$ cat src/xgbaser_cfg.svh
`ifndef XGBASER_CFG_SVH
`define XGBASER_CFG_SVH

// channel count and synchronizer stages
`define XG_NUM_CH      4
`define XG_SYNC_DEPTH  2

// reset phase lengths in mgmt_clk cycles
`define XG_T_PLL_PD    16
`define XG_T_TX_DIG    4
`define XG_T_RX_ANA    4
`define XG_T_RX_DIG    32

// common region
`define XG_ADDR_PLL_LOCK    8'h10
`define XG_ADDR_CDR_LOCK    8'h11
`define XG_ADDR_RESET_CTRL  8'h12
`define XG_ADDR_LOOPBACK    8'h14
`define XG_ADDR_LOCKTOREF   8'h15
`define XG_ADDR_LOCKTODATA  8'h16

// pcs region (bit 7 set)
`define XG_ADDR_CH_SEL      8'h80
`define XG_ADDR_PCS_STATUS  8'h81

`endif

$ cat src/xgbaser_pkg.sv
`include "xgbaser_cfg.svh"

package xgbaser_pkg;

  // management bus
  typedef logic [7:0]  mgmt_addr_t;   // word address
  typedef logic [31:0] mgmt_data_t;
  typedef logic [6:0]  reg_idx_t;     // index inside one region

  // per-channel vectors
  typedef logic [`XG_NUM_CH-1:0] ch_mask_t;
  typedef logic [1:0]            ch_sel_t;

  // pcs counters, one field per channel
  typedef logic [5:0] ber_cnt_t;
  typedef logic [7:0] errblk_cnt_t;
  typedef logic [`XG_NUM_CH*6-1:0] ber_cnt_bus_t;
  typedef logic [`XG_NUM_CH*8-1:0] errblk_cnt_bus_t;

  typedef enum logic [2:0] {
    ST_PLL_PD,
    ST_WAIT_PLL,
    ST_TX_RST,
    ST_RX_ANA,
    ST_WAIT_CDR,
    ST_RX_DIG,
    ST_READY
  } rst_state_t;

endpackage

$ cat src/mgmt_decode.sv
module mgmt_decode (
  input  logic                    i_mgmt_clk,
  input  logic                    embedded_reset,
  input  logic                    i_mgmt_read,
  input  logic                    i_mgmt_write,
  input  xgbaser_pkg::mgmt_addr_t i_mgmt_address,
  input  xgbaser_pkg::mgmt_data_t i_mgmt_writedata,
  output logic                    o_mgmt_waitrequest,
  output logic                    o_rd_en,
  output logic                    o_wr_en,
  output logic                    o_pcs_sel,
  output xgbaser_pkg::reg_idx_t   o_reg_idx,
  output xgbaser_pkg::mgmt_data_t o_wdata
);

  logic wait_q;  // set in the second cycle of a read

  //////////////////////////////
  // read wait state
  //////////////////////////////

  // first read cycle sets the flop, second one clears it again
  always_ff @(posedge i_mgmt_clk) begin
    if (embedded_reset) begin
      wait_q <= 1'b0;
    end else begin
      wait_q <= i_mgmt_read & ~wait_q;
    end
  end

  assign o_mgmt_waitrequest = i_mgmt_read & ~wait_q;  // stall one cycle
  assign o_rd_en            = i_mgmt_read & wait_q;   // data phase

  //////////////////////////////
  // address split and write path
  //////////////////////////////

  assign o_pcs_sel = i_mgmt_address[7];    // upper half is pcs region
  assign o_reg_idx = i_mgmt_address[6:0];

  // writes are never stalled
  assign o_wr_en = i_mgmt_write;
  assign o_wdata = i_mgmt_writedata;

endmodule

$ cat src/reset_sequencer.sv
`include "xgbaser_cfg.svh"

module reset_sequencer (
  input  logic                  i_mgmt_clk,
  input  logic                  embedded_reset,
  input  logic                  i_tx_rst_req,
  input  logic                  i_rx_rst_req,
  input  xgbaser_pkg::ch_mask_t i_pll_locked,
  input  xgbaser_pkg::ch_mask_t i_rx_is_lockedtodata,
  output logic                  o_pll_powerdown,
  output logic                  o_tx_ready,
  output logic                  o_rx_ready,
  output xgbaser_pkg::ch_mask_t o_tx_digitalreset,
  output xgbaser_pkg::ch_mask_t o_rx_analogreset,
  output xgbaser_pkg::ch_mask_t o_rx_digitalreset
);
  import xgbaser_pkg::*;

  localparam int CNT_W = 6;

  rst_state_t       state_q;
  rst_state_t       state_d;
  logic [CNT_W-1:0] cnt_q;
  logic             restart;     // re-enter the current phase
  logic             pll_all;
  logic             cdr_all;
  logic             phase_done;
  logic             rx_up_q;     // rx side finished its last sequence
  logic             tx_rst;
  logic             rx_ana;

  // counter load value, phase length minus one
  function automatic logic [CNT_W-1:0] phase_len(input rst_state_t st);
    logic [CNT_W-1:0] len;
    case (st)
      ST_PLL_PD: len = CNT_W'(`XG_T_PLL_PD - 1);
      ST_TX_RST: len = CNT_W'(`XG_T_TX_DIG - 1);
      ST_RX_ANA: len = CNT_W'(`XG_T_RX_ANA - 1);
      ST_RX_DIG: len = CNT_W'(`XG_T_RX_DIG - 1);
      default:   len = '0;  // wait states are not timed
    endcase
    return len;
  endfunction

  assign pll_all    = &i_pll_locked;
  assign cdr_all    = &i_rx_is_lockedtodata;  // shared rx reset waits for every lane
  assign phase_done = (cnt_q == '0);

  //////////////////////////////
  // next state
  //////////////////////////////

  always_comb begin
    state_d = state_q;
    restart = 1'b0;
    case (state_q)
      ST_PLL_PD:   if (phase_done) state_d = ST_WAIT_PLL;
      ST_WAIT_PLL: if (pll_all) state_d = ST_TX_RST;
      ST_TX_RST:   if (phase_done) state_d = rx_up_q ? ST_READY : ST_RX_ANA;
      ST_RX_ANA:   if (phase_done) state_d = ST_WAIT_CDR;
      ST_WAIT_CDR: if (cdr_all) state_d = ST_RX_DIG;
      ST_RX_DIG:   if (phase_done) state_d = ST_READY;
      default:     state_d = state_q;
    endcase

    // lock loss first, then the register requests
    if (state_q != ST_PLL_PD && state_q != ST_WAIT_PLL) begin
      if (!pll_all) begin
        state_d = ST_WAIT_PLL;
      end else if (!cdr_all && (state_q == ST_RX_DIG || state_q == ST_READY)) begin
        state_d = ST_WAIT_CDR;
      end else if (i_tx_rst_req) begin
        state_d = ST_TX_RST;
        restart = 1'b1;
      end else if (i_rx_rst_req && (state_q == ST_RX_DIG || state_q == ST_READY)) begin
        state_d = ST_RX_DIG;
        restart = 1'b1;
      end
    end
  end

  //////////////////////////////
  // state, phase timer, rx flag
  //////////////////////////////

  always_ff @(posedge i_mgmt_clk) begin
    if (embedded_reset) begin
      state_q <= ST_PLL_PD;
      cnt_q   <= phase_len(ST_PLL_PD);
      rx_up_q <= 1'b0;
    end else begin
      state_q <= state_d;
      if (restart || state_d != state_q) begin
        cnt_q <= phase_len(state_d);  // load on every phase entry
      end else if (!phase_done) begin
        cnt_q <= cnt_q - 1'b1;
      end
      if (!pll_all || !cdr_all || i_rx_rst_req) begin
        rx_up_q <= 1'b0;
      end else if (state_q == ST_RX_DIG && state_d == ST_READY) begin
        rx_up_q <= 1'b1;
      end
    end
  end

  // tx stays in reset until its digital phase has run
  assign tx_rst = (state_q == ST_PLL_PD) || (state_q == ST_WAIT_PLL) || (state_q == ST_TX_RST);
  assign rx_ana = (state_q == ST_PLL_PD) || (state_q == ST_WAIT_PLL) ||
                  (state_q == ST_RX_ANA) || (state_q == ST_TX_RST && !rx_up_q);

  assign o_pll_powerdown   = (state_q == ST_PLL_PD);
  assign o_tx_ready        = ~tx_rst;
  assign o_rx_ready        = rx_up_q;
  assign o_tx_digitalreset = {`XG_NUM_CH{tx_rst}};
  assign o_rx_analogreset  = {`XG_NUM_CH{rx_ana}};
  assign o_rx_digitalreset = {`XG_NUM_CH{~rx_up_q}};

endmodule

$ cat src/csr_regs.sv
`include "xgbaser_cfg.svh"

module csr_regs (
  input  logic                         i_mgmt_clk,
  input  logic                         embedded_reset,
  input  logic                         i_rd_en,
  input  logic                         i_wr_en,
  input  logic                         i_pcs_sel,
  input  logic                         i_tx_ready,
  input  logic                         i_rx_ready,
  input  xgbaser_pkg::reg_idx_t        i_reg_idx,
  input  xgbaser_pkg::mgmt_data_t      i_wdata,
  input  xgbaser_pkg::ch_mask_t        i_pll_locked,
  input  xgbaser_pkg::ch_mask_t        i_rx_is_lockedtodata,
  input  xgbaser_pkg::ch_mask_t        i_block_lock,
  input  xgbaser_pkg::ch_mask_t        i_hi_ber,
  input  xgbaser_pkg::ch_mask_t        i_rx_data_ready,
  input  xgbaser_pkg::ber_cnt_bus_t    i_ber_cnt,
  input  xgbaser_pkg::errblk_cnt_bus_t i_errblk_cnt,
  output xgbaser_pkg::mgmt_data_t      o_mgmt_readdata,
  output logic                         o_tx_rst_req,
  output logic                         o_rx_rst_req,
  output xgbaser_pkg::ch_mask_t        o_loopback,
  output xgbaser_pkg::ch_mask_t        o_rx_set_locktoref,
  output xgbaser_pkg::ch_mask_t        o_rx_set_locktodata,
  output xgbaser_pkg::ch_mask_t        o_clr_errblk_cnt,
  output xgbaser_pkg::ch_mask_t        o_clr_ber_cnt
);
  import xgbaser_pkg::*;

  mgmt_addr_t  addr;         // region bit and index joined again
  ch_sel_t     ch_sel_q;
  ch_mask_t    sel_mask;     // one-hot of the selected channel
  ch_mask_t    loopback_q;
  ch_mask_t    locktoref_q;
  ch_mask_t    locktodata_q;
  ber_cnt_t    sel_ber;
  errblk_cnt_t sel_errblk;
  mgmt_data_t  rdata_d;
  mgmt_data_t  rdata_q;
  logic        wr_reset_ctrl;
  logic        wr_pcs_status;

  assign addr          = {i_pcs_sel, i_reg_idx};
  assign wr_reset_ctrl = i_wr_en && (addr == `XG_ADDR_RESET_CTRL);
  assign wr_pcs_status = i_wr_en && (addr == `XG_ADDR_PCS_STATUS);
  assign sel_mask      = ch_mask_t'(1) << ch_sel_q;

  //////////////////////////////
  // read/write control registers
  //////////////////////////////

  always_ff @(posedge i_mgmt_clk) begin
    if (embedded_reset) begin
      ch_sel_q     <= '0;
      loopback_q   <= '0;
      locktoref_q  <= '0;
      locktodata_q <= '0;
    end else if (i_wr_en) begin
      case (addr)
        `XG_ADDR_LOOPBACK:   loopback_q   <= i_wdata[`XG_NUM_CH-1:0];
        `XG_ADDR_LOCKTOREF:  locktoref_q  <= i_wdata[`XG_NUM_CH-1:0];
        `XG_ADDR_LOCKTODATA: locktodata_q <= i_wdata[`XG_NUM_CH-1:0];
        `XG_ADDR_CH_SEL:     ch_sel_q     <= i_wdata[1:0];
        default: ;
      endcase
    end
  end

  // self-clearing request and clear strobes
  always_ff @(posedge i_mgmt_clk) begin
    if (embedded_reset) begin
      o_tx_rst_req     <= 1'b0;
      o_rx_rst_req     <= 1'b0;
      o_clr_errblk_cnt <= '0;
      o_clr_ber_cnt    <= '0;
    end else begin
      o_tx_rst_req     <= wr_reset_ctrl & i_wdata[0];
      o_rx_rst_req     <= wr_reset_ctrl & i_wdata[1];
      o_clr_errblk_cnt <= (wr_pcs_status && i_wdata[2]) ? sel_mask : '0;
      o_clr_ber_cnt    <= (wr_pcs_status && i_wdata[3]) ? sel_mask : '0;
    end
  end

  //////////////////////////////
  // readback
  //////////////////////////////

  assign sel_ber    = i_ber_cnt[ch_sel_q * $bits(ber_cnt_t) +: $bits(ber_cnt_t)];
  assign sel_errblk = i_errblk_cnt[ch_sel_q * $bits(errblk_cnt_t) +: $bits(errblk_cnt_t)];

  always_comb begin
    rdata_d = '0;  // unmapped reads return zero
    case (addr)
      `XG_ADDR_PLL_LOCK:   rdata_d = mgmt_data_t'(i_pll_locked);
      `XG_ADDR_CDR_LOCK:   rdata_d = mgmt_data_t'(i_rx_is_lockedtodata);
      `XG_ADDR_RESET_CTRL: rdata_d[1:0] = {i_rx_ready, i_tx_ready};
      `XG_ADDR_LOOPBACK:   rdata_d = mgmt_data_t'(loopback_q);
      `XG_ADDR_LOCKTOREF:  rdata_d = mgmt_data_t'(locktoref_q);
      `XG_ADDR_LOCKTODATA: rdata_d = mgmt_data_t'(locktodata_q);
      `XG_ADDR_CH_SEL:     rdata_d = mgmt_data_t'(ch_sel_q);
      `XG_ADDR_PCS_STATUS: begin
        rdata_d[0]     = i_block_lock[ch_sel_q];
        rdata_d[1]     = i_hi_ber[ch_sel_q];
        rdata_d[2]     = i_rx_data_ready[ch_sel_q];
        rdata_d[13:8]  = sel_ber;
        rdata_d[23:16] = sel_errblk;
      end
      default: ;
    endcase
  end

  // sampled in the wait cycle, shown in the data cycle
  always_ff @(posedge i_mgmt_clk) begin
    rdata_q <= rdata_d;
  end

  assign o_mgmt_readdata     = i_rd_en ? rdata_q : '0;
  assign o_loopback          = loopback_q;
  assign o_rx_set_locktoref  = locktoref_q;
  assign o_rx_set_locktodata = locktodata_q;

endmodule

$ cat src/status_sync.sv
`include "xgbaser_cfg.svh"

module status_sync (
  input  logic                  i_mgmt_clk,
  input  xgbaser_pkg::ch_mask_t i_block_lock,
  input  xgbaser_pkg::ch_mask_t i_hi_ber,
  input  xgbaser_pkg::ch_mask_t i_rx_data_ready,
  output xgbaser_pkg::ch_mask_t o_block_lock,
  output xgbaser_pkg::ch_mask_t o_hi_ber,
  output xgbaser_pkg::ch_mask_t o_rx_data_ready
);

  // all three flag vectors share one chain
  localparam int FLAG_W = 3 * `XG_NUM_CH;

  logic [FLAG_W-1:0] sync_q [`XG_SYNC_DEPTH];  // stage 0 faces the pcs domain

  always_ff @(posedge i_mgmt_clk) begin
    sync_q[0] <= {i_rx_data_ready, i_hi_ber, i_block_lock};
    for (int s = 1; s < `XG_SYNC_DEPTH; s++) begin
      sync_q[s] <= sync_q[s-1];
    end
  end

  // last stage is the settled copy
  assign {o_rx_data_ready, o_hi_ber, o_block_lock} = sync_q[`XG_SYNC_DEPTH-1];

endmodule

$ cat src/xgbaser_mgmt_top.sv
module xgbaser_mgmt_top (
  input  logic                         i_mgmt_clk,
  input  logic                         embedded_reset,
  input  logic                         i_mgmt_read,
  input  logic                         i_mgmt_write,
  input  xgbaser_pkg::mgmt_addr_t      i_mgmt_address,
  input  xgbaser_pkg::mgmt_data_t      i_mgmt_writedata,
  output xgbaser_pkg::mgmt_data_t      o_mgmt_readdata,
  output logic                         o_mgmt_waitrequest,
  input  xgbaser_pkg::ch_mask_t        i_pll_locked,
  input  xgbaser_pkg::ch_mask_t        i_rx_is_lockedtodata,
  input  xgbaser_pkg::ch_mask_t        i_block_lock,
  input  xgbaser_pkg::ch_mask_t        i_hi_ber,
  input  xgbaser_pkg::ch_mask_t        i_rx_data_ready,
  input  xgbaser_pkg::ber_cnt_bus_t    i_ber_cnt,
  input  xgbaser_pkg::errblk_cnt_bus_t i_errblk_cnt,
  output xgbaser_pkg::ch_mask_t        o_block_lock,
  output xgbaser_pkg::ch_mask_t        o_hi_ber,
  output xgbaser_pkg::ch_mask_t        o_rx_data_ready,
  output logic                         o_tx_ready,
  output logic                         o_rx_ready,
  output logic                         o_pll_powerdown,
  output xgbaser_pkg::ch_mask_t        o_tx_digitalreset,
  output xgbaser_pkg::ch_mask_t        o_rx_analogreset,
  output xgbaser_pkg::ch_mask_t        o_rx_digitalreset,
  output xgbaser_pkg::ch_mask_t        o_loopback,
  output xgbaser_pkg::ch_mask_t        o_rx_set_locktoref,
  output xgbaser_pkg::ch_mask_t        o_rx_set_locktodata,
  output xgbaser_pkg::ch_mask_t        o_clr_errblk_cnt,
  output xgbaser_pkg::ch_mask_t        o_clr_ber_cnt
);
  import xgbaser_pkg::*;

  logic       rd_en;
  logic       wr_en;
  logic       pcs_sel;
  reg_idx_t   reg_idx;
  mgmt_data_t wdata;
  logic       tx_rst_req;   // pulses from RESET_CTRL
  logic       rx_rst_req;

  mgmt_decode mgmt_decode_inst (
    .i_mgmt_clk         (i_mgmt_clk),
    .embedded_reset     (embedded_reset),
    .i_mgmt_read        (i_mgmt_read),
    .i_mgmt_write       (i_mgmt_write),
    .i_mgmt_address     (i_mgmt_address),
    .i_mgmt_writedata   (i_mgmt_writedata),
    .o_mgmt_waitrequest (o_mgmt_waitrequest),
    .o_rd_en            (rd_en),
    .o_wr_en            (wr_en),
    .o_pcs_sel          (pcs_sel),
    .o_reg_idx          (reg_idx),
    .o_wdata            (wdata)
  );

  reset_sequencer reset_sequencer_inst (
    .i_mgmt_clk           (i_mgmt_clk),
    .embedded_reset       (embedded_reset),
    .i_tx_rst_req         (tx_rst_req),
    .i_rx_rst_req         (rx_rst_req),
    .i_pll_locked         (i_pll_locked),
    .i_rx_is_lockedtodata (i_rx_is_lockedtodata),
    .o_pll_powerdown      (o_pll_powerdown),
    .o_tx_ready           (o_tx_ready),
    .o_rx_ready           (o_rx_ready),
    .o_tx_digitalreset    (o_tx_digitalreset),
    .o_rx_analogreset     (o_rx_analogreset),
    .o_rx_digitalreset    (o_rx_digitalreset)
  );

  // csr sees the synchronized flags, same as the pins
  csr_regs csr_regs_inst (
    .i_mgmt_clk           (i_mgmt_clk),
    .embedded_reset       (embedded_reset),
    .i_rd_en              (rd_en),
    .i_wr_en              (wr_en),
    .i_pcs_sel            (pcs_sel),
    .i_tx_ready           (o_tx_ready),
    .i_rx_ready           (o_rx_ready),
    .i_reg_idx            (reg_idx),
    .i_wdata              (wdata),
    .i_pll_locked         (i_pll_locked),
    .i_rx_is_lockedtodata (i_rx_is_lockedtodata),
    .i_block_lock         (o_block_lock),
    .i_hi_ber             (o_hi_ber),
    .i_rx_data_ready      (o_rx_data_ready),
    .i_ber_cnt            (i_ber_cnt),
    .i_errblk_cnt         (i_errblk_cnt),
    .o_mgmt_readdata      (o_mgmt_readdata),
    .o_tx_rst_req         (tx_rst_req),
    .o_rx_rst_req         (rx_rst_req),
    .o_loopback           (o_loopback),
    .o_rx_set_locktoref   (o_rx_set_locktoref),
    .o_rx_set_locktodata  (o_rx_set_locktodata),
    .o_clr_errblk_cnt     (o_clr_errblk_cnt),
    .o_clr_ber_cnt        (o_clr_ber_cnt)
  );

  status_sync status_sync_inst (
    .i_mgmt_clk      (i_mgmt_clk),
    .i_block_lock    (i_block_lock),
    .i_hi_ber        (i_hi_ber),
    .i_rx_data_ready (i_rx_data_ready),
    .o_block_lock    (o_block_lock),
    .o_hi_ber        (o_hi_ber),
    .o_rx_data_ready (o_rx_data_ready)
  );

endmodule

$ cat config.mk
export PLATFORM = sky130hd
export DESIGN_NAME = xgbaser_mgmt_top
export DESIGN_NICKNAME = d
export VERILOG_FILES = /design/src/xgbaser_pkg.sv /design/src/mgmt_decode.sv /design/src/reset_sequencer.sv /design/src/csr_regs.sv /design/src/status_sync.sv /design/src/xgbaser_mgmt_top.sv
export VERILOG_INCLUDE_DIRS = /design/src
export SDC_FILE = /design/constraint.sdc
export NUM_CORES = 1
export LEC_CHECK = 0
export ABC_AREA = 1
export BUFFER_PORTS_ARGS = -buffer_cell sky130_fd_sc_hd__buf_2
export CORE_ASPECT_RATIO = 1.75
export CORE_MARGIN = 2
export CORE_UTILIZATION = 47
export CTS_CLUSTER_SIZE = 25
export DETAILED_ROUTE_END_ITERATION = 7
export GPL_ROUTABILITY_DRIVEN = 0
export GPL_TIMING_DRIVEN = 0
export PLACE_DENSITY = 0.92
export SLEW_MARGIN = 30
export SYNTH_ARGS = -nofsm -noshare
export SYNTH_HDL_FRONTEND = slang
export SYNTH_SLANG_ARGS = --single-unit
$ cat constraint.sdc
create_clock -name i_mgmt_clk -period 3.9 [get_ports i_mgmt_clk]
set_input_delay 0.195 -clock i_mgmt_clk [delete_from_list [all_inputs] [get_ports i_mgmt_clk]]
set_output_delay 0.195 -clock i_mgmt_clk [all_outputs]
set_load 0.05 [all_outputs]
==> flow_metrics.py <==
metrics = {
    "critical_path": {
        "worst-path-max-fanout": 8,
        "worstPathRequired_ns": 4.11,
        "path_class": "reg2reg",
        "start_kind": "flop",
        "arrival_ns": 2.54,
        "end_kind": "flop",
    },
    "synthesis": {
        "synth_enable_flop_cells": 0,
        "synth-main-ff-cell": "dfxtp_1",
        "yosysMostFrequentCell": "dfxtp_1",
        "synthDistinctLibCells": 41,
        "yosysSeqAreaShare": 0.414,
        "yosys_warnings": 0,
        "synth.top_cells.by_count": "dfxtp_1 (77), nand2_1 (64), nor2_1 (60)",
        "synth_cells": 497,
        "yosysTopAreaCell": "dfxtp_1",
        "synth_area_leaders": "dfxtp_1 (41%), buf_4 (7.7%), nand3_1 (6.9%), nand2_1 (6.5%), nor2_1 (6.1%)",
        "synth_seq_cells": 77,
        "netlist_area_mm2": 0.00372,
        "synthArstFlopShare": 0,
        "postSynthAreaPerCell_um2": 7.49,
        "synth_top_area_share": 0.414,
    },
    "timing": {
        "finalSetupTns_ns": 0,
        "min_period_ns": 2.34,
        "rsz0062_at_grt": "false",
        "skew_ns": 0.00592,
        "finalSetupViolCount": 0,
        "drv_slew": 0,
        "worstMarginPinSlew_ns": 0.681,
        "max_freq_mhz": 428,
        "hold_violations": 0,
        "timing.hold.ws_ns": 0.115,
        "relSlewSlack": 0.544,
        "timing.final.crit_share": 0.599,
    },
    "cells_and_area": {
        "n_antenna_cell": 0,
        "final_net_count": 810,
        "drive_above_1_share": 0.337,
        "syn_to_final_growth_pct": 36.9,
        "n_fill_cell": 613,
        "utilization": 0.653,
    },
    "grt": {
        "grt_pass1_wl_um": 18200,
        "grt_pass1_vias": 4016,
        "grt_use_total": 0.265,
        "grt-ovfl-total": 0,
        "antenna_found_initial": 0,
        "grt_start_max_net_pins": 13,
    },
    "min_path": {
        "hold_class": "in2reg",
    },
    "die": {
        "die_w_um": 71.3,
        "rows": 43,
        "die_area_mm2": 0.00868,
        "placeableCoreArea_mm2": 0.00780,
        "io_pins": 200,
        "die_h_um": 122,
        "start_util": 0.477,
    },
    "clock_network": {
        "clock_path_buffers": 2,
        "cts_sinks": 77,
        "cts_tree": "yes",
        "cts_resized": 0,
        "post_cts_buffers": 0,
        "clk_latency_ns": 0.33,
        "h-tree-depth": 3,
        "ctsHoldBuffers": 12,
        "clk_pin_slew_ns": 0.06,
        "numCtsBuffers": 9,
        "clockRootBuffer": "clkbuf_16",
    },
    "route": {
        "drc": 0,
        "vias": 4159,
        "drtIter0Drc": 339,
        "vias_per_cell": 5.30,
        "firstDrtPassIters": 5,
        "routedWlPerCell_um": 14.7,
        "ant_nets": 0,
        "drt_wl_total_um": 11500,
    },
    "pwr": {
        "clock_power_share": 0.458,
        "power_frac_seq": 0.438,
        "p_comb_frac": 0.104,
        "p_leak_nw": 2.39,
        "irDropWorstVdd_mv": 0.396,
        "power_mw": 1.86,
        "p_sw_mw": 0.431,
        "p_int_mw": 1.43,
        "netSwitchingFraction": 0.232,
        "pwr_density_cell_mw_per_mm2": 365,
    },
    "job": {
        "maxCapViolCount": 0,
    },
    "outcome": {
        "status": "complete, no violations",
    },
    "placed_design": {
        "dpl.hpwl_um": 8590,
        "portBuffers": 156,
    },
}
power groups by stage:
stage / clock (mW) / sequential [mW] / combinational, mW
after floorplan: 0 / 0.828 / 0.113
after global placement: 0 / 0.829 / 0.177
after detailed placement: 0 / 0.830 / 0.180
after CTS: 0.859 / 0.813 / 0.190
after global routing: 0.890 / 0.815 / 0.207
final: 0.850 / 0.814 / 0.194
sequential cells by signal, summed over array words and instances, names as in the netlist:
| register | count |
|---|---|
| status_sync_inst.sync_q | 24 |
| csr_regs_inst.rdata_q | 18 |
| reset_sequencer_inst.cnt_q | 6 |
| csr_regs_inst.o_clr_ber_cnt | 4 |
| csr_regs_inst.o_clr_errblk_cnt | 4 |
| csr_regs_inst.o_loopback | 4 |
| csr_regs_inst.o_rx_set_locktodata | 4 |
| csr_regs_inst.o_rx_set_locktoref | 4 |
| reset_sequencer_inst.state_q | 3 |
| csr_regs_inst.ch_sel_q | 2 |
| csr_regs_inst.o_rx_rst_req | 1 |
| csr_regs_inst.o_tx_rst_req | 1 |
| mgmt_decode_inst.wait_q | 1 |
| reset_sequencer_inst.o_rx_ready | 1 |
layout by cell type (no fill, tap or decap), types with 4 or more instances in the layout:
cell	n
a22oi_1	15
nand4_1	12
o21ai_0	16
dfxtp_1	77
inv_1	58
nor2_1	60
buf_2	156
a31oi_1	15
a21oi_1	18
nand2_2	7
nor3_1	7
nand2_1	64
nand3_1	51
dlygate4sd3_1	12
clkbuf_1	15
o21ai_1	4
clkbuf_16	9
buf_4	38
conb_1	14
kinds of logic after synthesis:
logic type / share of synthesized area
flip-flops: 0.414
AO/OA/AOI/OAI: 0.132
AND/OR/NAND/NOR: 0.276
other: 0.00101
adder cells (fa/ha/maj): 0.00336
buffers and inverters: 0.162
XOR/XNOR: 0.0118
path summary, 6_finish.rpt:
kind,start,end,slack (ns),cells after the start
setup reg to reg,reset_sequencer_inst.cnt_q[0]$_SDFFE_PP1P_,reset_sequencer_inst.cnt_q[3]$_SDFFE_PP1P_,1.56,16
hold reg to reg,status_sync_inst.sync_q[0][9]$_DFF_P_,status_sync_inst.sync_q[0][21]$_DFF_P_,0.33,0
hold / removal,i_pll_locked[0],csr_regs_inst.rdata_q[0]$_DFF_P_,0.11,3
setup / recovery,reset_sequencer_inst.cnt_q[0]$_SDFFE_PP1P_,reset_sequencer_inst.cnt_q[3]$_SDFFE_PP1P_,1.56,16
final cells by class:
cell class	instances	area, um2	area share
Inverter	62	235	0.0462
Clock inverter	4	45.0	0.00884
Timing Repair Buffer	168	901	0.177
Clock buffer	12	267	0.0523
Sequential cell	77	1540	0.302
Tap cell	90	113	0.0221
Buffer	56	368	0.0722
Multi-Input combinational cell	315	1630	0.319
critical path, cell delays in order (launching register included):
cell and delay (ns):
dfxtp_1 0.35, inv_1 0.07, ha_1 0.26, nand3_2 0.19, clkinv_1 0.19, nand3_1 0.11
nand3_1 0.09, nand2_1 0.09, nand2_1 0.05, nand2_1 0.07, nand2_2 0.08, nand3_1 0.22
nand3_4 0.14, nand2_1 0.12, nand2_1 0.06, nand2_1 0.08, nand2_1 0.06
routing by layer:
metal,part of all wire,vias to the layer above,GRT usage
met5,0,-,0
met3,0.087,40,0.0645
met4,0.032,0,0.136
li1,-,1978,-
met1,0.34,1855,0.277
met2,0.54,286,0.480
stage by stage:
stage	setup slack, ns	instance area (um2)	cells
floorplan	1.93	3770	510
global placement	1.75	4660	756
detailed placement	1.67	4660	756
CTS	1.62	5100	784
global route	1.39	5100	784
finish	1.56	5100	784
Note: power is estimated with default switching activity, not from simulation.
